==> src/verilog/blob_pkg.sv <==
`default_nettype none

package blob_pkg;

    localparam int LABEL_W = 6;  // label 0 is background
    localparam int AREA_W  = 16;

    typedef logic [LABEL_W-1:0] label_t;
    typedef logic [AREA_W-1:0]  area_t;

    // keep is the smaller root, drop the larger one
    typedef struct packed {
        logic   valid;
        label_t keep;
        label_t drop;
    } merge_req_t;

    typedef enum logic [1:0] {
        tbl_collect,
        tbl_resolve,
        tbl_ready
    } table_phase_e;

    typedef enum logic [2:0] {
        cen_idle,
        cen_findmax,
        cen_count,
        cen_report
    } census_state_e;

    typedef enum logic {
        scan_run,
        scan_wait
    } scan_state_e;

endpackage

`default_nettype wire

==> src/verilog/blob_census.sv <==
`timescale 1ns/1ns
`default_nettype none

module blob_census (
    input  wire                   i_clk,
    input  wire                   i_rst_n,
    input  wire                   i_resolved,
    input  wire blob_pkg::area_t  i_rd_area,
    output blob_pkg::label_t      o_rd_label,
    output logic                  o_census_done,
    output logic                  o_result_valid,
    output blob_pkg::label_t      o_blob_count
);

    blob_pkg::census_state_e state_q;
    blob_pkg::label_t        idx_q;
    blob_pkg::area_t         max_q;
    blob_pkg::label_t        cnt_q;
    logic                    hit;
    logic                    last_idx;

    assign o_rd_label     = idx_q;
    assign hit            = (i_rd_area > (max_q >> 3));  // strictly above an eighth
    assign last_idx       = (idx_q == '1);
    assign o_result_valid = (state_q == blob_pkg::cen_report);
    assign o_census_done  = (state_q == blob_pkg::cen_report);

    always_ff @(posedge i_clk or negedge i_rst_n) begin
        if (!i_rst_n) begin
            state_q      <= blob_pkg::cen_idle;
            idx_q        <= '0;
            max_q        <= '0;
            cnt_q        <= '0;
            o_blob_count <= '0;
        end else begin
            case (state_q)
                blob_pkg::cen_idle: begin
                    if (i_resolved) begin
                        state_q <= blob_pkg::cen_findmax;
                        idx_q   <= '0;
                        max_q   <= '0;
                        cnt_q   <= '0;
                    end
                end
                blob_pkg::cen_findmax: begin
                    if (i_rd_area > max_q) begin
                        max_q <= i_rd_area;
                    end
                    idx_q <= idx_q + 1'b1;  // wraps back to 0 for the count sweep
                    if (last_idx) begin
                        state_q <= blob_pkg::cen_count;
                    end
                end
                blob_pkg::cen_count: begin
                    cnt_q <= cnt_q + blob_pkg::label_t'(hit);
                    idx_q <= idx_q + 1'b1;
                    if (last_idx) begin
                        o_blob_count <= cnt_q + blob_pkg::label_t'(hit);
                        state_q      <= blob_pkg::cen_report;
                    end
                end
                blob_pkg::cen_report: state_q <= blob_pkg::cen_idle;
                default:              state_q <= blob_pkg::cen_idle;
            endcase
        end
    end

endmodule

`default_nettype wire

==> config.mk <==
export PLATFORM = sky130hd
export DESIGN_NAME = blob_census
export DESIGN_NICKNAME = d
export VERILOG_FILES = /design/src/verilog/blob_pkg.sv /design/src/verilog/blob_census.sv
export SDC_FILE = /design/constraint.sdc
export NUM_CORES = 1
export LEC_CHECK = 0
export ABC_AREA = 1
export BUFFER_PORTS_ARGS = -buffer_cell sky130_fd_sc_hd__buf_2
export CORE_UTILIZATION = 50
export DETAILED_ROUTE_END_ITERATION = 16
export PLACE_DENSITY = 0.77
export SLEW_MARGIN = 20
export SYNTH_ARGS = -nofsm -noshare
export SYNTH_HDL_FRONTEND = slang
export SYNTH_SLANG_ARGS = --single-unit
==> constraint.sdc <==
create_clock -name i_clk -period 2.5 [get_ports i_clk]
set_clock_uncertainty 0.1 [all_clocks]
set_input_delay 0.125 -clock i_clk [delete_from_list [all_inputs] [get_ports i_clk]]
set_output_delay 0.125 -clock i_clk [all_outputs]
set_load 0.01 [all_outputs]
* After elaboration in Yosys (flattened, before gate mapping) *
Cells that the tools add are included.

word-level totals
  input port bits = 19
  register bits after elaboration = 37

operators by class
  mux-type cells = 10
  $lt $le $gt $ge = 2
  reductions and logical operators = 10
  eq/ne operators = 8
  $add $sub $neg = 2

operators by type and width
  operator                                                               number
  16-bit 2-to-1 mux                                                      2
  16-bit case mux with 2 select lines                                    1
  6-bit case mux with 2 select lines                                     2
  16-bit by 13-bit greater-than comparator with 1-bit output             1
  16-bit greater-than comparator                                         1
  3-bit 2-to-1 mux                                                       3
  3-bit case mux with 3 select lines                                     1
  2-bit inequality test, second input constant                           4
  6-bit by 1-bit adder with 6-bit output                                 1
  6-bit by 1-bit adder with 6-bit output, second input constant          1
  3-bit by 2-bit equality test with 1-bit output, second input constant  2
  6-bit equality test, second input constant                             1
  6-bit 2-to-1 mux                                                       1
  2-bit AND reduction                                                    3
  3-bit AND reduction                                                    2
  2-bit nonzero test                                                     3
  3-bit by 1-bit equality test with 1-bit output, second input constant  1
  3-bit zero test                                                        1
  2-bit OR reduction                                                     1

* Logic depth before layout (Yosys ltp) *
Gate-level depths: netlist of run 1.

  depth after elaboration = 4
  mapped depth = 16
  depth with buffers taken out = 15

* Worst setup path before layout of run 1 *
OpenSTA, ideal clock, no wires.

  path type = flip-flop to flip-flop
  from = register max_q[6]
  to = register o_blob_count[5]
  path slack = 398 ps
  arrival time = 1875 ps
  setup time = 127 ps
  path buffers = 0
  stages on the path, launching flop included = 16
  required time = 2273 ps
  clock period less this slack = 2102 ps
  cells stage by stage = dfrtp_1 -> inv_1 -> ha_1 -> nand3_1 -> o211ai_1 -> nand2_1 -> nand3_1 -> nand2_1 -> a21oi_1 -> ha_1 -> nand2_1 -> nor2_1 -> nand3_1 -> xor2_1 -> inv_1 -> o21ai_0

between the ends
  cells in the longest elaborated chain, start to end = 2

RTL lines
  element                                                     RTL line           source
  start: declaration                                          blob_census.sv:17  blob_pkg::area_t max_q;
  start signal: assignment                                    blob_census.sv:47  max_q <= i_rd_area;
  16-bit by 13-bit greater-than comparator with 1-bit output  blob_census.sv:23  assign hit = (i_rd_area > (max_q >> 3));
  6-bit by 1-bit adder with 6-bit output                      blob_census.sv:58  o_blob_count <= cnt_q + blob_pkg::label_t'(hit);
  end signal: assignment                                      blob_census.sv:58
  end: declaration                                            blob_census.sv:12  output blob_pkg::label_t o_blob_count

No other way between the ends.
A chain may end at the register's enable or synchronous reset.

* Final worst setup path of run 1 *
  from = register max_q[5]
  to = register o_blob_count[5]

The elaborated chain is that of the path after synthesis.

==> results of run 1 <==
## through the flow
step	hold WS [ns]	setup WS, ns	TNS (ns)	utilization, %
6_report	0.0244	0.145	0	61.9
5_1_grt	0.0653	-0.0911	-0.168	61.9
4_1_cts	0.0239	0.147	0	60.0
3_5_place_dp	0.174	0.164	0	57.2
3_3_place_gp	0.172	0.217	0	57.2
2_1_floorplan	-0.271	0.398	0	-
## power by group through the flow
stage	clock (mW)	combinational (mW)	sequential, mW
floorplan	0	1.02	0.847
global placement	0	1.26	0.849
detailed placement	0	1.29	0.858
CTS	0.590	1.31	0.846
global route	0.611	1.55	0.870
finish	0.574	1.35	0.850
## per-layer routing
metal | GRT usage, % | vias to the layer above | part of all wire [%]
li1 | - | 1141 | -
met1 | 26.8 | 1009 | 46
met2 | 37.5 | 46 | 50
met3 | 3.98 | 7 | 3.5
met4 | 7.05 | 0 | 1.1
met5 | 0 | - | 0
## cells in the final DEF, fill, tap and decap left out, types with 2 or more instances in the layout
cell / instances
o21ai_1: 4
xor2_1: 3
inv_2: 4
nand2_2: 8
inv_1: 57
ha_1: 30
nor2_2: 4
buf_2: 32
nand3_1: 25
buf_4: 2
ha_4: 4
dfrtp_1: 36
clkbuf_8: 7
nor3_1: 5
nand4_1: 3
nand2_1: 94
nor2_1: 12
a21oi_1: 16
o21ai_0: 9
ha_2: 2
nand2_4: 2
## worst reg2reg max path, delay by kind of cell (launching register included)
kind,cells,cell delay (ns)
compound gates,3,0.43
simple gates,7,0.58
flops,1,0.37
fa+ha+maj,2,0.47
buf+inv,2,0.14
xor+xnor,1,0.19
## final cells by class
class	instances	area [µm²]	area share, %
multi-input cells	235	1480	49.2
clock inverters	1	30.0	1.00
well taps	67	83.8	2.79
inverters	61	229	7.63
flip-flops and latches	36	901	30.0
repair buffers	35	185	6.17
clock buffers	7	96.3	3.21
## cells by family after synthesis
logic type | count (synthesis)
flip-flops | 36
AO/OA/AOI/OAI | 36
adder cells (fa/ha/maj) | 36
XOR/XNOR | 4
buffers and inverters | 67
AND/OR/NAND/NOR | 159
## sequential cells by signal, summed over array words and instances, names as in the netlist
register and flops:
max_q 16, cnt_q 6, o_blob_count 6, o_rd_label 6
state_q 2
## worst paths after layout
path	from	endpoint	slack, ns	depth (start not counted)
worst max-delay path	max_q[5]	o_blob_count[5]	0.15	15
worst min-delay path	i_rd_area[0]	max_q[0]	0.02	5
worst max register to register	max_q[5]	o_blob_count[5]	0.15	15
worst min register to register	o_blob_count[3]	o_blob_count[3]	0.38	2
max in group asynchronous	i_rst_n	cnt_q[2]	1.40	2
min in group asynchronous	i_rst_n	max_q[1]	0.37	2
## timing repair
action / 4_1_cts / 5_1_grt
setup buffers: 0 / 1
endpoints found under the hold margin: 36 / 0
resized for setup: 0 / 17
setup endpoints to repair: 0 / 7
hold buffers: 1 / 0
==> reports/qor.yml, run 1 <==
post-synth-top-area-cell: "dfrtp_1"
layout-drive-gt1-share_pct: 20.0
cts_tree: "yes"
cts_made_buffers: 5
viasPerCell: 4.98
io_buffers: 32
max_freq_ghz: 0.425
synth_cell_types: 32
die_h_um: 73.7
path_max_fanout: 2
ys_top_cells_by_area: "dfrtp_1 (35%), ha_1 (18%), nand2_1 (14%), inv_1 (8.8%), nand3_1 (5.1%)"
syn_area_mm2: 0.00257
ir_drop_uv: 461
grt_max_degree: 37
synth_ff_type: "dfrtp_1"
synth_top_family_by_area: "simple AND/OR/NAND/NOR gates"
synthXorXnorAreaFrac_pct: 1.36
status: "finished clean"
clkTransAtPathRegs_ns: 0.08
fin_area_mm2: 0.00300
drc: 0
hp-class: "in2reg"
antennaDiodeCount: 0
crit_required_ns: 2.61
critPathKind: "reg2reg"
layout_min_cycle_time_ns: 2.35
power_density_mw_per_mm2: 925
gp_congestion: 0.877
finalHoldViolations: 0
first_global_vias: 2110
internal_power_mw: 1.59
slew_violations: 0
pwr-share-seq_pct: 30.6
synth_nets: 393
core_area_mm2: 0.00485
slew_headroom_pct: 44.6
yosysWarnings: 0
post-dp-hpwl_mm: 3.91
startpoint_type: "flip-flop"
swShare_pct: 42.8
ys_ff_latch: 36
fillers: 435
cts.htree.levels: 2
ant_nets: 0
path_buf_inv: 2
setup-violations-final: 0
clkLatencyLatePin_ns: 0.29
area_growth_pct: 16.7
synth_edf_count: 0
grt_overflow: 0
cts.path.max_buffers: 2
post_dp_cell_area_mm2: 0.00277
synth_compound_area_share_pct: 7.79
async_flop_share_pct: 100
grt_antenna_before_repair: 0
slowest_delay_ns: 0.37
avgSynthCellArea_um2: 7.61
pin_count: 33
layout.cells.non_filler: 442
dr.first_iter.drc_count: 62
synthMuxAreaShare_pct: 0
cts.sinks: 36
worstPathCellList: "inv_2 > ha_4 > nand3_2 > o211ai_1 > nand2_1 > nand3_1 > nand2_1 > a21oi_2 > ha_2 > nand2_1 > nor2_2 > nand3_1 > xor2_1 > inv_1 > o21ai_1"
die_w_um: 73.7
track_usage_pct: 21.6
grt_pass1_wl_mm: 9.06
totalWireLength_mm: 5.46
dp.cells: 432
slowest_stage: "dfrtp_1"
combPwrFrac_pct: 48.7
clockRootBuffer: "clkbuf_8"
firstDrtPassIters: 4
yosys.area_share.simple_pct: 27.5
cap_violations: 0
fin_nets: 429
vias: 2203
critical_path.top_delay_family: "simple AND/OR/NAND/NOR gates"
arrival_ns: 2.47
crit_path_end_kind: "flip-flop"
switchingPower_mw: 1.19
wire_per_inst_um: 12.3
start_util_pct: 53.0
ys_top_cells_by_count: "nand2_1 (94), inv_1 (60), dfrtp_1 (36), ha_1 (36), nand3_1 (26)"
crit_top_cell: "nand2_1"
power_mw: 2.78
pwr-share-clk_pct: 20.7
rsz0062_at_grt: "yes"
rows: 25
netlist.area_leader.share_pct: 35.0
seq_area_frac_synth_pct: 35.0
dieArea_mm2: 0.00543
synth_most_common_cell: "nand2_1"
synth_cells: 338
p_leak_nw: 1.66
worst_slew_pin_slew_ns: 0.830
synthAdderAreaFrac_pct: 17.5
fin_crit_sh_pct: 94.2
(Power assumes the default switching activity.)
==> run 2, diff against run 1 <==
Settings changed: CORE_ASPECT_RATIO from default to 1.2, CORE_UTILIZATION 50 to 30, CTS_BUF_LIST from default to sky130_fd_sc_hd__clkbuf_16, PLACE_DENSITY 0.77 to 0.54.
==> reports/qor.yml, run 2 (synthesized netlist as in run 1, its figures left out) <==
worst_slack_ns: 0.200  # was 0.145 ns
hp-class: "in2reg"  # unchanged
power_mw: 2.99  # was 2.78 mW
ir_drop_uv: 316  # was 461 µV
viasPerCell: 4.48  # was 4.98
clkTransAtPathRegs_ns: 0.06  # was 0.08 ns
arrival_ns: 2.36  # was 2.47 ns
grt_overflow: 0  # unchanged
ant_nets: 0  # unchanged
clkLatencyLatePin_ns: 0.28  # was 0.29 ns
status: "finished clean"  # unchanged
finalHoldViolations: 0  # unchanged
layout_commonest_cell: "nand2_1"  # unchanged
pwr-share-clk_pct: 23.9  # was 20.7%
crit_required_ns: 2.56  # was 2.61 ns
dr.first_iter.drc_count: 87  # was 62
dieArea_mm2: 0.00895  # was 0.00543 mm²
post-dp-hpwl_mm: 4.46  # was 3.91 mm
power_density_mw_per_mm2: 951  # was 925 mW/mm²
cts.sinks: 36  # unchanged
io_buffers: 32  # unchanged
die_w_um: 86.5  # was 73.7 µm
largest_reg_flops: 16  # unchanged
swShare_pct: 41.9  # was 42.8%
fin_nets: 431  # was 429
combPwrFrac_pct: 47.6  # was 48.7%
utilization_pct: 38.3  # was 61.9%
startpoint_type: "flip-flop"  # unchanged
cts.path.max_buffers: 2  # unchanged
track_usage_pct: 14.8  # was 21.6%
layout.cells.non_filler: 491  # was 442
vias: 2198  # was 2203
largest-register: "max_q"  # unchanged
setup-violations-final: 0  # unchanged
max_freq_ghz: 0.435  # was 0.425 GHz
gp_congestion: 0.783  # was 0.877
firstDrtPassIters: 4  # unchanged
regArea_um2: 901  # unchanged
die_h_um: 103  # was 73.7 µm
drc: 0  # unchanged
pin_count: 33  # unchanged
critPathKind: "reg2reg"  # unchanged
cts.htree.levels: 2  # unchanged
clockRootBuffer: "clkbuf_16"  # was clkbuf_8
slew_violations: 0  # unchanged
fillers: 894  # was 435
cts_tree: "yes"  # unchanged
whs_ns: 0.0537  # was 0.0244 ns
internal_power_mw: 1.73  # was 1.59 mW
grt_antenna_before_repair: 0  # unchanged
post_dp_cell_area_mm2: 0.00284  # was 0.00277 mm²
cap_violations: 0  # unchanged
path_max_fanout: 3  # was 2
crit_path_end_kind: "flip-flop"  # unchanged
first_global_vias: 2213  # was 2110
cts_made_buffers: 5  # unchanged
multiInputGateArea_mm2: 0.00150  # was 0.00148 mm²
pwr-share-seq_pct: 28.5  # was 30.6%
grt_max_degree: 37  # unchanged
pre_cts_ws_ns: 0.102  # was 0.164 ns
dp.cells: 480  # was 432
core_area_mm2: 0.00820  # was 0.00485 mm²
wire_per_inst_um: 12.2  # was 12.3 µm
area_growth_pct: 22.1  # was 16.7%
grt_pass1_wl_mm: 10.2  # was 9.06 mm
start_util_pct: 31.4  # was 53.0%
layout-drive-gt1-share_pct: 20.7  # was 20.0%
layout_min_cycle_time_ns: 2.30  # was 2.35 ns
worst_slew_pin_slew_ns: 0.864  # was 0.830 ns
switchingPower_mw: 1.25  # was 1.19 mW
antennaDiodeCount: 0  # unchanged
fin_area_mm2: 0.00314  # was 0.00300 mm²
rsz0062_at_grt: "yes"  # unchanged
totalWireLength_mm: 6.01  # was 5.46 mm
p_leak_nw: 1.69  # was 1.66 nW
layout.cells.most_common_list: "nand2_1 (93), inv_1 (59), dfrtp_1 (36)"  # was nand2_1 (94), inv_1 (57), dfrtp_1 (36)
slew_headroom_pct: 42.4  # was 44.6%
setup_tns_ns: 0  # unchanged
rows: 36  # was 25
fin_crit_sh_pct: 92.0  # was 94.2%
==> run 2: power by group through the flow <==
stage / Combinational [mW] / Sequential (mW) / Clock, mW
CTS: 1.35 / 0.847 / 0.732
global placement: 1.32 / 0.852 / 0
finish: 1.42 / 0.850 / 0.715
global route: 1.65 / 0.869 / 0.757
detailed placement: 1.33 / 0.856 / 0
floorplan: 1.02 / 0.847 / 0
==> run 2: repair_timing <==
| action | 4_1_cts | 5_1_grt |
|---|---|---|
| gates resized for setup | 0 | 21 |
| setup endpoints to repair | 0 | 8 |
| hold buffers | 1 | 0 |
| setup buffers | 0 | 2 |
| hold endpoints to repair | 36 | 0 |
==> run 2: final timing paths <==
kind	start	end	slack, ns	cells after the start
worst min-delay path	i_rd_area[0]	max_q[0]	0.05	5
max in group asynchronous	i_rst_n	max_q[1]	1.36	2
worst min register to register	o_blob_count[2]	o_blob_count[2]	0.37	2
worst max-delay path	max_q[6]	cnt_q[5]	0.20	15
min in group asynchronous	i_rst_n	max_q[11]	0.40	2
worst max register to register	max_q[6]	cnt_q[5]	0.20	15
==> run 2: worst max-delay path, stage by stage, from the launching register on <==
cell and delay (ns):
dfrtp_1 0.35, inv_1 0.08, ha_4 0.29, nand3_4 0.06, o211ai_1 0.17, nand2_1 0.07, nand3_1 0.07, nand2_1 0.07
a21oi_2 0.15, ha_2 0.21, nand2_2 0.07, nor2_4 0.13, nand3_2 0.07, xor2_1 0.14, inv_1 0.09, o22ai_2 0.07
==> run 2: cell type report <==
class / instances / area share, %
clock buffers: 5 / 3.98
multi-input cells: 235 / 47.9
repair buffers: 37 / 6.37
well taps: 114 / 4.54
clock inverters: 3 / 1.24
inverters: 61 / 7.29
flip-flops and latches: 36 / 28.7
==> run 2: layer usage <==
layer	track usage (%)	routed length (µm)
met5	0	0
met1	17.4	2630
met3	1.90	107
met4	4.74	92
met2	27.7	3180
==> run 3, diff against run 2 <==
Clock period 2.5 ns to 2.96 ns, I/O delays scaled along.
==> reports/qor.yml, run 3 (synthesized netlist as in run 1, its figures left out) <==
dr.first_iter.drc_count: 56  # was 87
power_mw: 2.45  # was 2.99 mW
ant_nets: 0  # unchanged
rr_worst_depth: 15  # unchanged
worst_slack_ns: 0.559  # was 0.200 ns
dieArea_mm2: 0.00895  # unchanged
slew_headroom_pct: 43.3  # was 42.4%
path_max_fanout: 2  # was 3
layout_min_cycle_time_ns: 2.40  # was 2.30 ns
layout.cells.most_common_list: "nand2_1 (94), inv_1 (60), ha_1 (36), dfrtp_1 (36), buf_2 (32)"  # was nand2_1 (93), inv_1 (59), dfrtp_1 (36)
cts_made_buffers: 5  # unchanged
cts.sinks: 36  # unchanged
crit_path_end_kind: "flip-flop"  # unchanged
timing.rr.start: "max_q[5]"  # was max_q[6]
layout.cells.non_filler: 489  # was 491
hp-class: "in2reg"  # unchanged
grt_max_degree: 37  # unchanged
cts_tree: "yes"  # unchanged
cts.path.max_buffers: 2  # unchanged
clkTransAtPathRegs_ns: 0.06  # about the same
whs_ns: 0.0683  # was 0.0537 ns
fin_crit_sh_pct: 81.1  # was 92.0%
antennaDiodeCount: 0  # unchanged
p_leak_nw: 1.67  # was 1.69 nW
track_usage_pct: 15.0  # was 14.8%
pre_cts_ws_ns: 0.543  # was 0.102 ns
vias: 2188  # was 2198
rrSetupSlack_ns: 0.56  # was 0.20 ns
grt_antenna_before_repair: 0  # unchanged
critPathKind: "reg2reg"  # unchanged
clockRootBuffer: "clkbuf_16"  # unchanged
regArea_um2: 901  # unchanged
layout_commonest_cell: "nand2_1"  # unchanged
first_global_vias: 2317  # was 2213
timing.rr.end: "o_blob_count[5]"  # was cnt_q[5]
fin_area_mm2: 0.00302  # was 0.00314 mm²
utilization_pct: 36.8  # was 38.3%
die_h_um: 103  # unchanged
multiInputGateArea_mm2: 0.00139  # was 0.00150 mm²
start_util_pct: 31.4  # unchanged
firstDrtPassIters: 4  # unchanged
hold_depth: 5  # unchanged
cts.htree.levels: 2  # unchanged
wire_per_inst_um: 12.3  # was 12.2 µm
setup-violations-final: 0  # unchanged
crit_required_ns: 3.07  # was 2.56 ns
pin_count: 33  # unchanged
worst_slew_pin_slew_ns: 0.851  # was 0.864 ns
fillers: 911  # was 894
area_growth_pct: 17.4  # was 22.1%
rows: 36  # unchanged
post_dp_cell_area_mm2: 0.00284  # unchanged
largest-register: "max_q"  # unchanged
clkLatencyLatePin_ns: 0.28  # about the same
layout-drive-gt1-share_pct: 16.0  # was 20.7%
startpoint_type: "flip-flop"  # unchanged
arrival_ns: 2.51  # was 2.36 ns
slew_violations: 0  # unchanged
ir_drop_uv: 262  # was 316 µV
io_buffers: 32  # unchanged
drc: 0  # unchanged
hp-start: "i_rd_area[0]"  # unchanged
post-dp-hpwl_mm: 4.59  # was 4.46 mm
power_density_mw_per_mm2: 812  # was 951 mW/mm²
grt_overflow: 0  # unchanged
viasPerCell: 4.47  # was 4.48
status: "finished clean"  # unchanged
fin_nets: 429  # was 431
cts_resized: 0  # unchanged
totalWireLength_mm: 6.03  # was 6.01 mm
largest_reg_flops: 16  # unchanged
die_w_um: 86.5  # unchanged
core_area_mm2: 0.00820  # unchanged
hold-path-endpoint: "max_q[0]"  # unchanged
grt_pass1_wl_mm: 10.4  # was 10.2 mm
cap_violations: 0  # unchanged
gp_congestion: 0.774  # was 0.783
setup_tns_ns: 0  # unchanged
finalHoldViolations: 0  # unchanged
rsz0062_at_grt: "no"  # was yes
max_freq_ghz: 0.417  # was 0.435 GHz
dp.cells: 480  # unchanged
run 3: what timing repair did:
| item | 4_1_cts | 5_1_grt |
|---|---|---|
| endpoints found under the hold margin | 36 | 0 |
| hold buffers | 1 | 0 |
| buffers inserted | 0 | 0 |
run 3: layout make-up:
cell class                 instances  area share, %
clock buffer                       5           4.15
clock inverter                     3           1.41
inverter                          61           7.59
multi-input combinational        235           46.1
sequential                        36           29.9
tap                              114           4.73
timing repair buffer              35           6.14
run 3: worst max-delay path by stage:
stage	start	cells after the start	endpoint
6_report	max_q[5]	15	o_blob_count[5]
5_1_grt	max_q[5]	15	o_blob_count[5]
4_1_cts	max_q[5]	15	o_blob_count[5]
3_5_place_dp	max_q[5]	15	o_blob_count[5]
3_3_place_gp	max_q[5]	15	o_blob_count[5]
2_1_floorplan	max_q[6]	15	o_blob_count[5]
run 3: report_power, final:
| part | internal, mW | total [mW] | switching (mW) |
|---|---|---|---|
| combinational | 0.402 | 1.12 | 0.715 |
| sequential | 0.623 | 0.719 | 0.0956 |
| clock | 0.396 | 0.616 | 0.220 |
run 3: layer usage:
metal	GRT usage, %	vias up	share of wire (%)
met5	0	-	0
met4	5.77	0	2.0
met3	2.86	10	2.2
met2	28.9	22	54
met1	16.0	1014	42
li1	-	1142	-
run 3: worst max-delay path, stage by stage (launching register included):
cell and delay, ns:
dfrtp_1 0.34, inv_1 0.06, ha_1 0.29, nand3_1 0.10, o211ai_1 0.17, nand2_1 0.07
nand3_1 0.07, nand2_1 0.05, a21oi_1 0.17, ha_1 0.22, nand2_1 0.06, nor2_1 0.14
nand3_1 0.13, xor2_1 0.15, inv_1 0.06, o21ai_0 0.13
