===== config.mk =====
export PLATFORM = sky130hd
export DESIGN_NAME = pixel_credit_fifo
export DESIGN_NICKNAME = d
export VERILOG_FILES = /design/src/verilog/pixel_credit_fifo.sv
export SDC_FILE = /design/constraint.sdc
export NUM_CORES = 1
export LEC_CHECK = 0
export BUFFER_PORTS_ARGS = -buffer_cell sky130_fd_sc_hd__clkbuf_2
export CAP_MARGIN = 20
export CORE_MARGIN = 2
export CORE_UTILIZATION = 43
export CTS_CLUSTER_SIZE = 25
export DETAILED_ROUTE_END_ITERATION = 10
export PLACE_DENSITY_LB_ADDON = 0.12
export SLEW_MARGIN = 10
export SYNTH_ARGS = -nofsm -noshare
export SYNTH_HDL_FRONTEND = slang
export SYNTH_SLANG_ARGS = --single-unit

===== constraint.sdc =====
create_clock -name i_clk -period 2.56 [get_ports i_clk]
set_clock_uncertainty 0.2 [all_clocks]
set_input_delay 0.128 -clock i_clk [delete_from_list [all_inputs] [get_ports i_clk]]
set_output_delay 0.128 -clock i_clk [all_outputs]
set_load 0.01 [all_outputs]

===== src/verilog/pixel_credit_fifo.sv =====
`timescale 1ns/1ns
`default_nettype none

module pixel_credit_fifo #(
    parameter int FIFO_DEPTH = 4
) (
    input  wire  i_clk,
    input  wire  i_rst_n,
    input  wire  i_pix_valid,
    input  wire  i_pix,
    input  wire  i_pop,
    output logic o_credit,
    output logic o_head_valid,
    output logic o_head_pix
);

    localparam int PTR_W = (FIFO_DEPTH > 1) ? $clog2(FIFO_DEPTH) : 1;
    localparam int CNT_W = $clog2(FIFO_DEPTH + 1);

    logic             mem_q [FIFO_DEPTH];
    logic [PTR_W-1:0] wr_ptr_q;
    logic [PTR_W-1:0] rd_ptr_q;
    logic [CNT_W-1:0] count_q;
    logic             wr_en;
    logic             rd_en;

    assign wr_en        = i_pix_valid && (count_q != CNT_W'(FIFO_DEPTH));
    assign rd_en        = i_pop && (count_q != '0);
    assign o_head_valid = (count_q != '0);
    assign o_head_pix   = mem_q[rd_ptr_q];
    assign o_credit     = rd_en;  // one credit back per popped beat

    always_ff @(posedge i_clk) begin
        if (wr_en) begin
            mem_q[wr_ptr_q] <= i_pix;
        end
    end

    always_ff @(posedge i_clk or negedge i_rst_n) begin
        if (!i_rst_n) begin
            wr_ptr_q <= '0;
            rd_ptr_q <= '0;
            count_q  <= '0;
        end else begin
            if (wr_en) begin
                wr_ptr_q <= (wr_ptr_q == PTR_W'(FIFO_DEPTH - 1)) ? '0 : wr_ptr_q + 1'b1;
            end
            if (rd_en) begin
                rd_ptr_q <= (rd_ptr_q == PTR_W'(FIFO_DEPTH - 1)) ? '0 : rd_ptr_q + 1'b1;
            end
            if (wr_en && !rd_en) begin
                count_q <= count_q + 1'b1;
            end else if (rd_en && !wr_en) begin
                count_q <= count_q - 1'b1;
            end
        end
    end

endmodule

`default_nettype wire


Word level (Yosys, flattened, before mapping) --
Memories as Yosys holds them, arrays and structs flattened. Cells that the tools add are included. W data, S select, Z words.
Operators by class: $add $sub $neg 4, reductions and logical operators 8, equal/unequal tests 3, multiplexer cells 6
Operators with widths (count):
- $mux W3 | 2
- $add A2 B1 Y2 const B | 2
- $eq A2 B2 Y1 const B | 2
- $logic_and A1 B1 Y1 | 4
- $mux W2 | 2
- $add A3 B1 Y3 const B | 1
- $ne A3 B3 Y1 const B | 1
- $reduce_bool A3 Y1 | 1
- $sub A3 B1 Y3 const B | 1
- $logic_not A1 Y1 | 2
- $mux W1 | 2
- $reduce_bool A2 Y1 | 1
Storage, ports and cells: memories kept 1, flip-flop bits (word level) 7, bits in writable memories 4, output and inout port bits 3
Memory list:
- mem_q | depth 4, width 1, read ports 1, clocked after memory_dff 0, write ports 1, RTL line 20 | logic mem_q [FIFO_DEPTH];

Depth between registers and ports, before layout --
Gate-level depths: netlist of run 1.
depth in word-level cells 6, mapped depth 8, mapped depth without buffers 8

Worst setup path after synthesis of run 1 --
OpenSTA, ideal clock, no wires.
path type register to register, start point register count_q[1], end point register count_q[2], clock period less this slack 2170 ps, path slack 390 ps, buffers on the path 0, arrival time 1891 ps, required time 2281 ps, setup time 79 ps, stages on the path, launching flop included 9, path through dfrtp_1 or3_4 nand2_4 ha_1 inv_1 fa_1 xor2_1 nor2_1 xor2_1
Between the ends: cells in the longest elaborated chain, start to end 5, elaborated cells on any way between the ends 13, classes of those cells 2 x add/sub; 1 x eq/ne; 2 x mux; 8 x reduce/logical
Ends and longest elaborated chain:
- start, declared | RTL line 23 | logic [CNT_W-1:0] count_q;
- start signal, assigned | RTL line 52 | count_q <= count_q + 1'b1;
- start signal, assigned | RTL line 54 | count_q <= count_q - 1'b1;
- $reduce_bool A3 Y1 *
- named net o_head_valid | RTL line 13 | output logic o_head_valid,
- $logic_and A1 B1 Y1 * | RTL line 28 | assign rd_en = i_pop && (count_q != '0);
- $logic_not A1 Y1 | RTL line 51 | if (wr_en && !rd_en) begin
- $logic_and A1 B1 Y1 | RTL line 51
- $mux W3 / $reduce_bool A2 Y1 (equally long branches)
The timed path passes the listed nets; every way through them passes the cells marked *. The select of a mux whose other input is x is not followed. A chain may end at the register's enable or synchronous reset.

Final worst setup path of run 1 --
start point register count_q[0], end point register count_q[2]
Between the ends: cells in the longest elaborated chain, start to end 5, elaborated cells on any way between the ends 13, classes of those cells 2 x add/sub; 1 x eq/ne; 2 x mux; 8 x reduce/logical
Ends and longest elaborated chain:
- branches (longest 5 deep; another with $sub A3 B1 Y3)
Parallel ways; which one is timed is not known. The select of a mux whose other input is x is not followed.

==> reports/metrics.csv, run 1 <==
metric;value;unit
worst slack at placement;0.289;ns
r2r startpoint;count_q[0]$_DFFE_PN0P_;
main combinational cell family by area after synthesis;adder cells;
run status;finished clean;
number of sinks handled by clock tree synthesis;11;
post-synth design cell area;592;um^2
max capacitance violation total;0;
endpoint of the worst hold-timing path;rd_ptr_q[0]$_DFFE_PN0P_;
initial antenna violation count;0;
final slew viol count;0;
leading cell types by total area after synthesis;dfrtp_1, edfxtp_1, ha_1;
routed wire length on met2;463;um
worst reg-to-reg path cell count;8;
register bit total from synthesis;11;
unrepaired setup endpoints after global routing;no;
depth of the worst hold-timing path;3;
vertical die dimension;41.1;um
start-to-end type of the worst setup path;register to register;
number of routed nets with antenna violations;0;
post-cts gate resize count;0;
leak pwr;0.322;nW
commonest cells in the synthesized netlist;dfrtp_1, ha_1;
Synth Area in Simple Gates;10.6;%
multiplexer share of the synthesized area;14.6;%
Fillers;119;
worst min-delay path class;input port to register;
number of different library cells in the post-synthesis netlist;15;
worst max-slew margin expressed relative to the limit;80.4;%
routed len/inst;12.4;um
number of warnings reported in the yosys synthesis log;0;
Slew @ Worst Pin;0.293;ns
share of final-layout standard cells stronger than drive strength 1;34.5;%
largest net degree at the start of global routing;8;
GR Overflow Total;0;
cts bufs inserted;3;
dominant cell by count in the synthesized netlist;dfrtp_1;
Clock H-tree levels;1;
Post-synth top flop;dfrtp_1;
detailed route wirelength on metal3;33;um
setup violators final;0;
Post-synth EDFFs;4;
count of routing violations after the opening detailed-route iteration;8;
total wire length;871;um
global placement routability congestion;0.541;
share of the yosys chip area belonging to registers;49.9;%
Crit path required time;2.56;ns
effective utilization at floorplan;45.5;%
post-synthesis area per instance;14.1;um^2
cell taking the most area after synthesis;dfrtp_1;
area fraction in compound gates after synthesis;1.90;%
core area;1300;um^2
wire length of the first global-routing pass;1340;um
summed negative setup slack over all endpoints;0;ns
number of non-filler instances in the completed layout;70;
number of top-level design ports;8;
post-synthesis async set-or-reset flop share;63.6;%
clock tree from TritonCTS;built;
total number of placement rows;13;
layout-stage area growth over the synthesis result;16.9;%
CP startpoint kind;register;
Worst setup EP type;register;
cell count after synthesis;42;
number of nets in the final layout;68;
clock transition at the registers of the reported paths;0.07;ns
routed vias;342;
Die Footprint;1690;um^2
worst-path maximum fanout;4;
startpoint of the tightest hold check path;i_pop;
period utilisation layout;89.2;%
width of the die;41.1;um
count of buffers from port buffering;7;
critical path arrival;2.28;ns
setup slack on the worst flop-to-flop path;0.28;ns
worst-case clock buffer depth;2;
power per cell area;1140;nW/um^2
Metal-1 WL;342;um
peak clock frequency supported by timing;0.438;GHz
count of final hold-check violations;0;
post-DR vias/cell;4.89;
final critical-path setup slack;0.277;ns
final critical delay including setup and external delays;2.28;ns
r2r endpoint;count_q[2]$_DFFE_PN0P_;
clock tree root driver cell;clkbuf_4;
DP Cell Count;64;
# diodes;0;
Max rail drop VDD;486;uV
vias in the first global route;356;
portion of synthesized cell area occupied by the leading cell type;29.6;%
xor and xnor fraction of the mapped netlist area;4.44;%
number of detailed-route iterations in the first pass;3;
Top Layer Used;met4;
net count after synthesis;54;
insertion delay to the later sink of the worst-skew pair;0.27;ns
residual DRC count;0;
synthesized-area fraction occupied by adder cells;16.1;%
combined global-route utilization of all metal layers;12.9;%
[stage by stage]
step	util [%]	instance area [um^2]	power (mW)	hold WS, ns
final	53.2	692	0.789	0.0111
after CTS	53.2	692	0.803	0.0111
after global routing	53.2	692	0.855	0.0301
after floorplan	-	592	0.584	-0.368
after global placement	49.6	646	0.636	-0.228
after detailed placement	49.6	646	0.677	-0.217
[power by group]
group	internal (mW)	switching [mW]	leakage, nW
Clock	0.0605	0.0581	0.0150
Sequential	0.258	0.0735	0.119
Combinational	0.194	0.145	0.188
Total	0.513	0.276	0.322
[placed cells by master (no fill, tap or decap)]
cell	instances
nor2_1	4
a21boi_2	1
xor2_1	2
clkbuf_1	1
mux2_2	3
clkbuf_2	7
inv_1	4
and2_1	4
clkbuf_4	3
nand2_4	1
dlygate4sd3_1	2
mux4_2	1
fa_1	1
xnor2_1	1
dfrtp_1	7
mux2_4	2
edfxtp_1	4
or3_4	1
ha_1	6
[layer usage]
metal / global-route usage (%) / vias to the layer above
met1: 12.8 / 162
met4: 9.68 / 0
li1: - / 167
met2: 22.7 / 8
met3: 3.26 / 5
met5: 0 / -
[logic make-up after synthesis]
family,after synthesis
fa+ha+maj,7
xor+xnor,3
flops,11
mux,6
compound gates,1
simple gates,10
buf+inv,4
[final cells by class]
| cell class | count | area [um^2] | area share [%] |
|---|---|---|---|
| multi-input combinational | 27 | 282 | 40.7 |
| inverter | 4 | 15.0 | 2.17 |
| timing repair buffer | 9 | 55.1 | 7.96 |
| tap | 15 | 18.8 | 2.71 |
| sequential | 11 | 295 | 42.7 |
| clock buffer | 4 | 26.3 | 3.80 |
[flip-flops by register name, summed over array words and instances (netlist names)]
name      cells
mem_q         4
count_q       3
rd_ptr_q      2
wr_ptr_q      2
[critical path, stage by stage, from the launching register on]
cell and delay, ns:
dfrtp_1 0.44, or3_4 0.41, nand2_4 0.10, ha_1 0.19, inv_1 0.07, fa_1 0.38
xor2_1 0.15, nor2_1 0.11, xor2_1 0.15
[worst max-delay path by stage]
stage,end,from,cells past startpoint,slack (ns)
floorplan,count_q[2]$_DFFE_PN0P_,count_q[1]$_DFFE_PN0P_,8,0.39
global placement,count_q[2]$_DFFE_PN0P_,count_q[0]$_DFFE_PN0P_,8,0.37
detailed placement,count_q[2]$_DFFE_PN0P_,count_q[1]$_DFFE_PN0P_,8,0.29
CTS,count_q[2]$_DFFE_PN0P_,count_q[1]$_DFFE_PN0P_,8,0.26
global route,count_q[2]$_DFFE_PN0P_,count_q[0]$_DFFE_PN0P_,8,0.15
finish,count_q[2]$_DFFE_PN0P_,count_q[0]$_DFFE_PN0P_,8,0.28
[timing repair]
item	4_1_cts	5_1_grt
setup buffers	0	0
endpoints found under the hold margin	11	0
hold buffers	2	0
No activity file was read; power rests on OpenSTA's default activity.
==> run 2: changes to the inputs <==
==> constraint.sdc (replaced) <==
create_clock -name i_clk -period 2.56 [get_ports i_clk]
set_clock_uncertainty 0.2 [all_clocks]
set_input_delay 0.512 -clock i_clk [delete_from_list [all_inputs] [get_ports i_clk]]
set_output_delay 0.512 -clock i_clk [all_outputs]
set_load 0.01 [all_outputs]
==> reports/metrics.csv, run 2 (synthesis results as in run 1) <==
metric;value;unit;change
Die Footprint;1690;um^2;unchanged
final slew viol count;0;;unchanged
period utilisation layout;89.2;%;unchanged
setup violators final;0;;unchanged
final critical-path setup slack;0.277;ns;unchanged
residual DRC count;0;;unchanged
total wire length;869;um;-0.23%
cell breakdown of the critical path;or3_4, nand2_4, ha_1, inv_1, fa_1, xor2_1, nor2_1, xor2_1;;
r2r startpoint;count_q[0]$_DFFE_PN0P_;;
Critical Path Most Common Cell;xor2_1;;
depth of the worst hold-timing path;1;;-2
worst-path maximum fanout;4;;unchanged
endpoint of the worst hold-timing path;mem_q[3]$_DFFE_PP_;;
share of final-layout standard cells stronger than drive strength 1;35.2;%;+0.64 points
count of final hold-check violations;0;;unchanged
post-cts gate resize count;0;;unchanged
width of the die;41.1;um;unchanged
commonest cells after routing, fill and taps aside;dfrtp_1, clkbuf_2, ha_1;;
r2r endpoint;count_q[2]$_DFFE_PN0P_;;
number of post-CTS setup repair buffers;0;;unchanged
number of routed nets with antenna violations;0;;unchanged
count of buffers from port buffering;7;;unchanged
Largest regs;mem_q (4), count_q (3);;
Top Family by Delay on Critical Path;simple AND/OR/NAND/NOR gates;;
number of nets in the final layout;67;;-1.5%
worst reg-to-reg path cell count;8;;unchanged
largest net degree at the start of global routing;8;;unchanged
final critical delay including setup and external delays;2.28;ns;unchanged
startpoint of the tightest hold check path;i_pix;;
setup slack on the worst flop-to-flop path;0.28;ns;about the same
number of top-level design ports;8;;unchanged
Max rail drop VDD;486;uV;about the same
number of buffer and inverter stages on the critical path;1;;unchanged
vias in the first global route;354;;-0.56%
part of the power in the clock network;15.0;%;about the same
wire length of the first global-routing pass;1340;um;unchanged
GR Overflow Total;0;;unchanged
summed negative setup slack over all endpoints;0;ns;unchanged
worst min-delay path class;input port to register;;
effective utilization at floorplan;45.5;%;unchanged
total number of placement rows;13;;unchanged
combined global-route utilization of all metal layers;12.9;%;unchanged
power per cell area;1160;nW/um^2;+1.3%
clock transition at the registers of the reported paths;0.07;ns;about the same
run status;finished clean;;
layout-stage area growth over the synthesis result;15.2;%;
critical path arrival;2.28;ns;about the same
max capacitance violation total;0;;unchanged
combinational share of power;42.8;%;about the same
peak clock frequency supported by timing;0.438;GHz;unchanged
post-DR vias/cell;4.90;;+0.26%
Crit path required time;2.56;ns;about the same
routed vias;338;;-1.2%
# diodes;0;;unchanged
leak pwr;0.317;nW;-1.3%
clock tree root driver cell;clkbuf_4;;
initial antenna violation count;0;;unchanged
start-to-end type of the worst setup path;register to register;;
insertion delay to the later sink of the worst-skew pair;0.27;ns;about the same
Clock H-tree levels;1;;unchanged
Post-CTS Hold Fix Bufs;1;;-1
power dissipated by switching net loads;0.276;mW;about the same
sequential share of power;42.1;%;about the same
number of sinks handled by clock tree synthesis;11;;unchanged
cell with the largest stage delay on the worst path;dfrtp_1;;
count of routing violations after the opening detailed-route iteration;8;;unchanged
worst-case clock buffer depth;2;;unchanged
number of detailed-route iterations in the first pass;3;;unchanged
routed len/inst;12.6;um;+1.2%
maximum single-stage delay on the critical path;0.44;ns;about the same
unrepaired setup endpoints after global routing;no;;
core area;1300;um^2;unchanged
Worst setup EP type;register;;
worst max-slew margin expressed relative to the limit;80.4;%;unchanged
minimum hold slack;0.255;ns;+0.244 ns
register with the most flip-flops;mem_q;;
cell-internal power;0.512;mW;-0.19%
worst slack at placement;0.255;ns;-0.0340 ns
cts bufs inserted;3;;unchanged
clock tree from TritonCTS;built;;
global placement routability congestion;0.541;;unchanged
Switching Share;35.1;%;about the same
power consumption;0.788;mW;-0.15%
Largest register FFs;4;;unchanged
vertical die dimension;41.1;um;unchanged
Slew @ Worst Pin;0.293;ns;unchanged
CP startpoint kind;register;;
==> run 2: cell types whose count changed in the layout (fill, tap and decap cells not counted) <==
cell,before,now
dlygate4sd3_1,2,1
==> run 2: worst max path at each step <==
stage,from,end,slack [ns],depth (start not counted)
3_5_place_dp,i_pix_valid,count_q[2]$_DFFE_PN0P_,0.26,8
5_1_grt,count_q[0]$_DFFE_PN0P_,count_q[2]$_DFFE_PN0P_,0.15,8
6_report,count_q[0]$_DFFE_PN0P_,count_q[2]$_DFFE_PN0P_,0.28,8
4_1_cts,count_q[1]$_DFFE_PN0P_,count_q[2]$_DFFE_PN0P_,0.26,8
3_3_place_gp,i_pix_valid,count_q[2]$_DFFE_PN0P_,0.36,8
2_1_floorplan,count_q[1]$_DFFE_PN0P_,count_q[2]$_DFFE_PN0P_,0.39,8
==> run 2: power by group through the flow <==
stage               clock (mW)  combinational [mW]  sequential (mW)
finish                   0.119               0.337            0.332
global route             0.129               0.383            0.342
CTS                      0.122               0.347            0.333
detailed placement           0               0.340            0.337
global placement             0               0.310            0.326
floorplan                    0               0.266            0.318
==> run 2: final cells by class <==
cell class                 instances  area [um^2]
clock buffer                       4         26.3
fill                             120          619
inverter                           4         15.0
multi-input combinational         27          282
sequential                        11          295
tap                               15         18.8
timing repair buffer               8         45.0
==> run 2: metal layers <==
metal	part of all wire (%)	track usage [%]	up-vias
met4	3.6	9.68	0
met1	39	12.8	160
met3	3.8	3.26	5
li1	-	-	165
met2	53	22.7	8
met5	0	0	-
==> run 2: through the flow <==
| stage | area (um^2) | utilization [%] | instances |
|---|---|---|---|
| CTS | 682 | 52.4 | 69 |
| floorplan | 592 | - | 42 |
| global placement | 646 | 49.6 | 64 |
| detailed placement | 646 | 49.6 | 64 |
| finish | 682 | 52.4 | 69 |
| global route | 682 | 52.4 | 69 |
==> run 2: worst reg2reg max path: stages (launching register included) <==
cell	delay, ns
dfrtp_1	0.44
or3_4	0.41
nand2_4	0.10
ha_1	0.19
inv_1	0.07
fa_1	0.38
xor2_1	0.15
nor2_1	0.11
xor2_1	0.15
==> run 3: changes to the inputs <==
- CTS_BUF_LIST: unset -> sky130_fd_sc_hd__clkbuf_16
==> reports/metrics.csv, run 3 (synthesis results as in run 1) <==
metric;value;unit;change
cell breakdown of the critical path;or3_4, nand2_4, ha_1, inv_1, fa_1, xor2_1, nor2_1, xor2_1;;
number of nets in the final layout;67;;unchanged
Die Footprint;1690;um^2;unchanged
Top Family by Delay on Critical Path;simple AND/OR/NAND/NOR gates;;
final slew viol count;0;;unchanged
Finished Cell Area;734;um^2;+7.7%
run status;finished clean;;
routed vias;337;;-0.30%
utilization after layout;56.4;%;+4.0 points
width of the die;41.1;um;unchanged
part of the power in the clock network;29.0;%;+14 points
Max rail drop VDD;499;uV;+2.8%
global placement routability congestion;0.541;;unchanged
cell with the largest stage delay on the worst path;dfrtp_1;;
worst-path maximum fanout;4;;unchanged
Switching Share;30.8;%;-4.2 points
leak pwr;0.345;nW;+8.6%
routed len/inst;12.9;um;+2.6%
period utilisation layout;89.7;%;+0.47 points
r2r endpoint;count_q[2]$_DFFE_PN0P_;;
clock tree root driver cell;clkbuf_16;;
combined global-route utilization of all metal layers;13.3;%;+0.41 points
number of post-CTS setup repair buffers;0;;unchanged
sequential share of power;35.1;%;-7.0 points
Largest regs;mem_q (4), count_q (3);;
power consumption;0.950;mW;+21%
effective utilization at floorplan;45.5;%;unchanged
total wire length;892;um;+2.6%
GR Overflow Total;0;;unchanged
critical path arrival;2.25;ns;-0.03 ns
number of buffer and inverter stages on the critical path;1;;unchanged
largest net degree at the start of global routing;8;;unchanged
count of final hold-check violations;0;;unchanged
Largest register FFs;4;;unchanged
total number of placement rows;13;;unchanged
number of top-level design ports;8;;unchanged
endpoint of the worst hold-timing path;mem_q[0]$_DFFE_PP_;;
CP startpoint kind;register;;
cell-internal power;0.657;mW;+28%
clock transition at the registers of the reported paths;0.04;ns;-0.03 ns
unrepaired setup endpoints after global routing;no;;
combinational share of power;35.9;%;-6.9 points
post-cts gate resize count;0;;unchanged
summed negative setup slack over all endpoints;0;ns;unchanged
post-DR vias/cell;4.88;;-0.30%
setup violators final;0;;unchanged
worst reg-to-reg path cell count;8;;unchanged
Crit path required time;2.51;ns;-0.05 ns
insertion delay to the later sink of the worst-skew pair;0.24;ns;-0.03 ns
power per cell area;1290;nW/um^2;+12%
register with the most flip-flops;mem_q;;
# diodes;0;;unchanged
Worst setup EP type;register;;
max capacitance violation total;0;;unchanged
power dissipated by switching net loads;0.293;mW;+6.0%
cts bufs inserted;3;;unchanged
Fillers;119;;-0.83%
peak clock frequency supported by timing;0.436;GHz;-0.53%
number of routed nets with antenna violations;0;;unchanged
number of sinks handled by clock tree synthesis;11;;unchanged
worst-case clock buffer depth;2;;unchanged
vertical die dimension;41.1;um;unchanged
core area;1300;um^2;unchanged
maximum single-stage delay on the critical path;0.42;ns;-0.02 ns
count of routing violations after the opening detailed-route iteration;9;;+1
Critical Path Most Common Cell;xor2_1;;
standard cell area after detailed placement;646;um^2;unchanged
count of buffers from port buffering;7;;unchanged
Slew @ Worst Pin;0.304;ns;+0.0111 ns
layout-stage area growth over the synthesis result;24.1;%;
wire length of the first global-routing pass;1360;um;+1.6%
minimum hold slack;0.295;ns;+0.0403 ns
commonest cells after routing, fill and taps aside;dfrtp_1, clkbuf_2, ha_1, inv_1;;
startpoint of the tightest hold check path;i_pix;;
residual DRC count;0;;unchanged
number of detailed-route iterations in the first pass;4;;+1
share of final-layout standard cells stronger than drive strength 1;35.2;%;unchanged
vias in the first global route;354;;unchanged
clock tree from TritonCTS;built;;
worst min-delay path class;input port to register;;
depth of the worst hold-timing path;1;;unchanged
setup slack on the worst flop-to-flop path;0.26;ns;about the same
final critical delay including setup and external delays;2.30;ns;+0.0121 ns
start-to-end type of the worst setup path;register to register;;
worst max-slew margin expressed relative to the limit;79.6;%;-0.75 points
Clock H-tree levels;1;;unchanged
r2r startpoint;count_q[1]$_DFFE_PN0P_;;
initial antenna violation count;0;;unchanged
-- run 3: power groups by stage --
stage / sequential, mW / clock, mW / combinational, mW
finish: 0.333 / 0.276 / 0.341
global route: 0.343 / 0.292 / 0.385
global placement: 0.326 / 0 / 0.310
floorplan: 0.318 / 0 / 0.266
detailed placement: 0.337 / 0 / 0.340
CTS: 0.334 / 0.284 / 0.348
-- run 3: area by class of cell --
class / instances / area, um^2 / area share (%)
multi-input cells: 27 / 282 / 38.3
well taps: 15 / 18.8 / 2.56
clock buffers: 3 / 75.1 / 10.2
repair buffers: 8 / 45.0 / 6.13
clock inverters: 1 / 3.75 / 0.511
inverters: 4 / 15.0 / 2.04
flip-flops and latches: 11 / 295 / 40.2
-- run 3: worst reg2reg max path: stages (launching register included) --
cell	delay [ns]
dfrtp_1	0.42
or3_4	0.42
nand2_4	0.10
ha_1	0.19
inv_1	0.07
fa_1	0.39
xor2_1	0.16
nor2_1	0.11
xor2_1	0.17
-- run 3: worst max path at each step --
stage	from	endpoint	cells past startpoint
final	count_q[1]$_DFFE_PN0P_	count_q[2]$_DFFE_PN0P_	8
after global routing	count_q[0]$_DFFE_PN0P_	count_q[2]$_DFFE_PN0P_	8
after CTS	count_q[1]$_DFFE_PN0P_	count_q[2]$_DFFE_PN0P_	8
after detailed placement	i_pix_valid	count_q[2]$_DFFE_PN0P_	8
after global placement	i_pix_valid	count_q[2]$_DFFE_PN0P_	8
after floorplan	count_q[1]$_DFFE_PN0P_	count_q[2]$_DFFE_PN0P_	8
-- run 3: per-layer routing --
metal | part of all wire (%) | wire length (um) | GRT usage (%)
met1 | 40 | 360 | 13.0
met2 | 52 | 464 | 22.7
met3 | 4.1 | 37 | 4.89
met4 | 3.4 | 30 | 9.68
met5 | 0 | 0 | 0
-- run 3: stage by stage --
stage / std cells / worst slack (ns)
2_1_floorplan: 42 / 0.390
3_3_place_gp: 64 / 0.362
3_5_place_dp: 64 / 0.255
4_1_cts: 69 / 0.246
5_1_grt: 69 / 0.143
6_report: 69 / 0.265
-- run 3: what timing repair did --
| item | in CTS | in global routing |
|---|---|---|
| endpoints found under the setup margin | 0 | 0 |
| hold endpoints to repair | 7 | 0 |
| hold buffers | 1 | 0 |
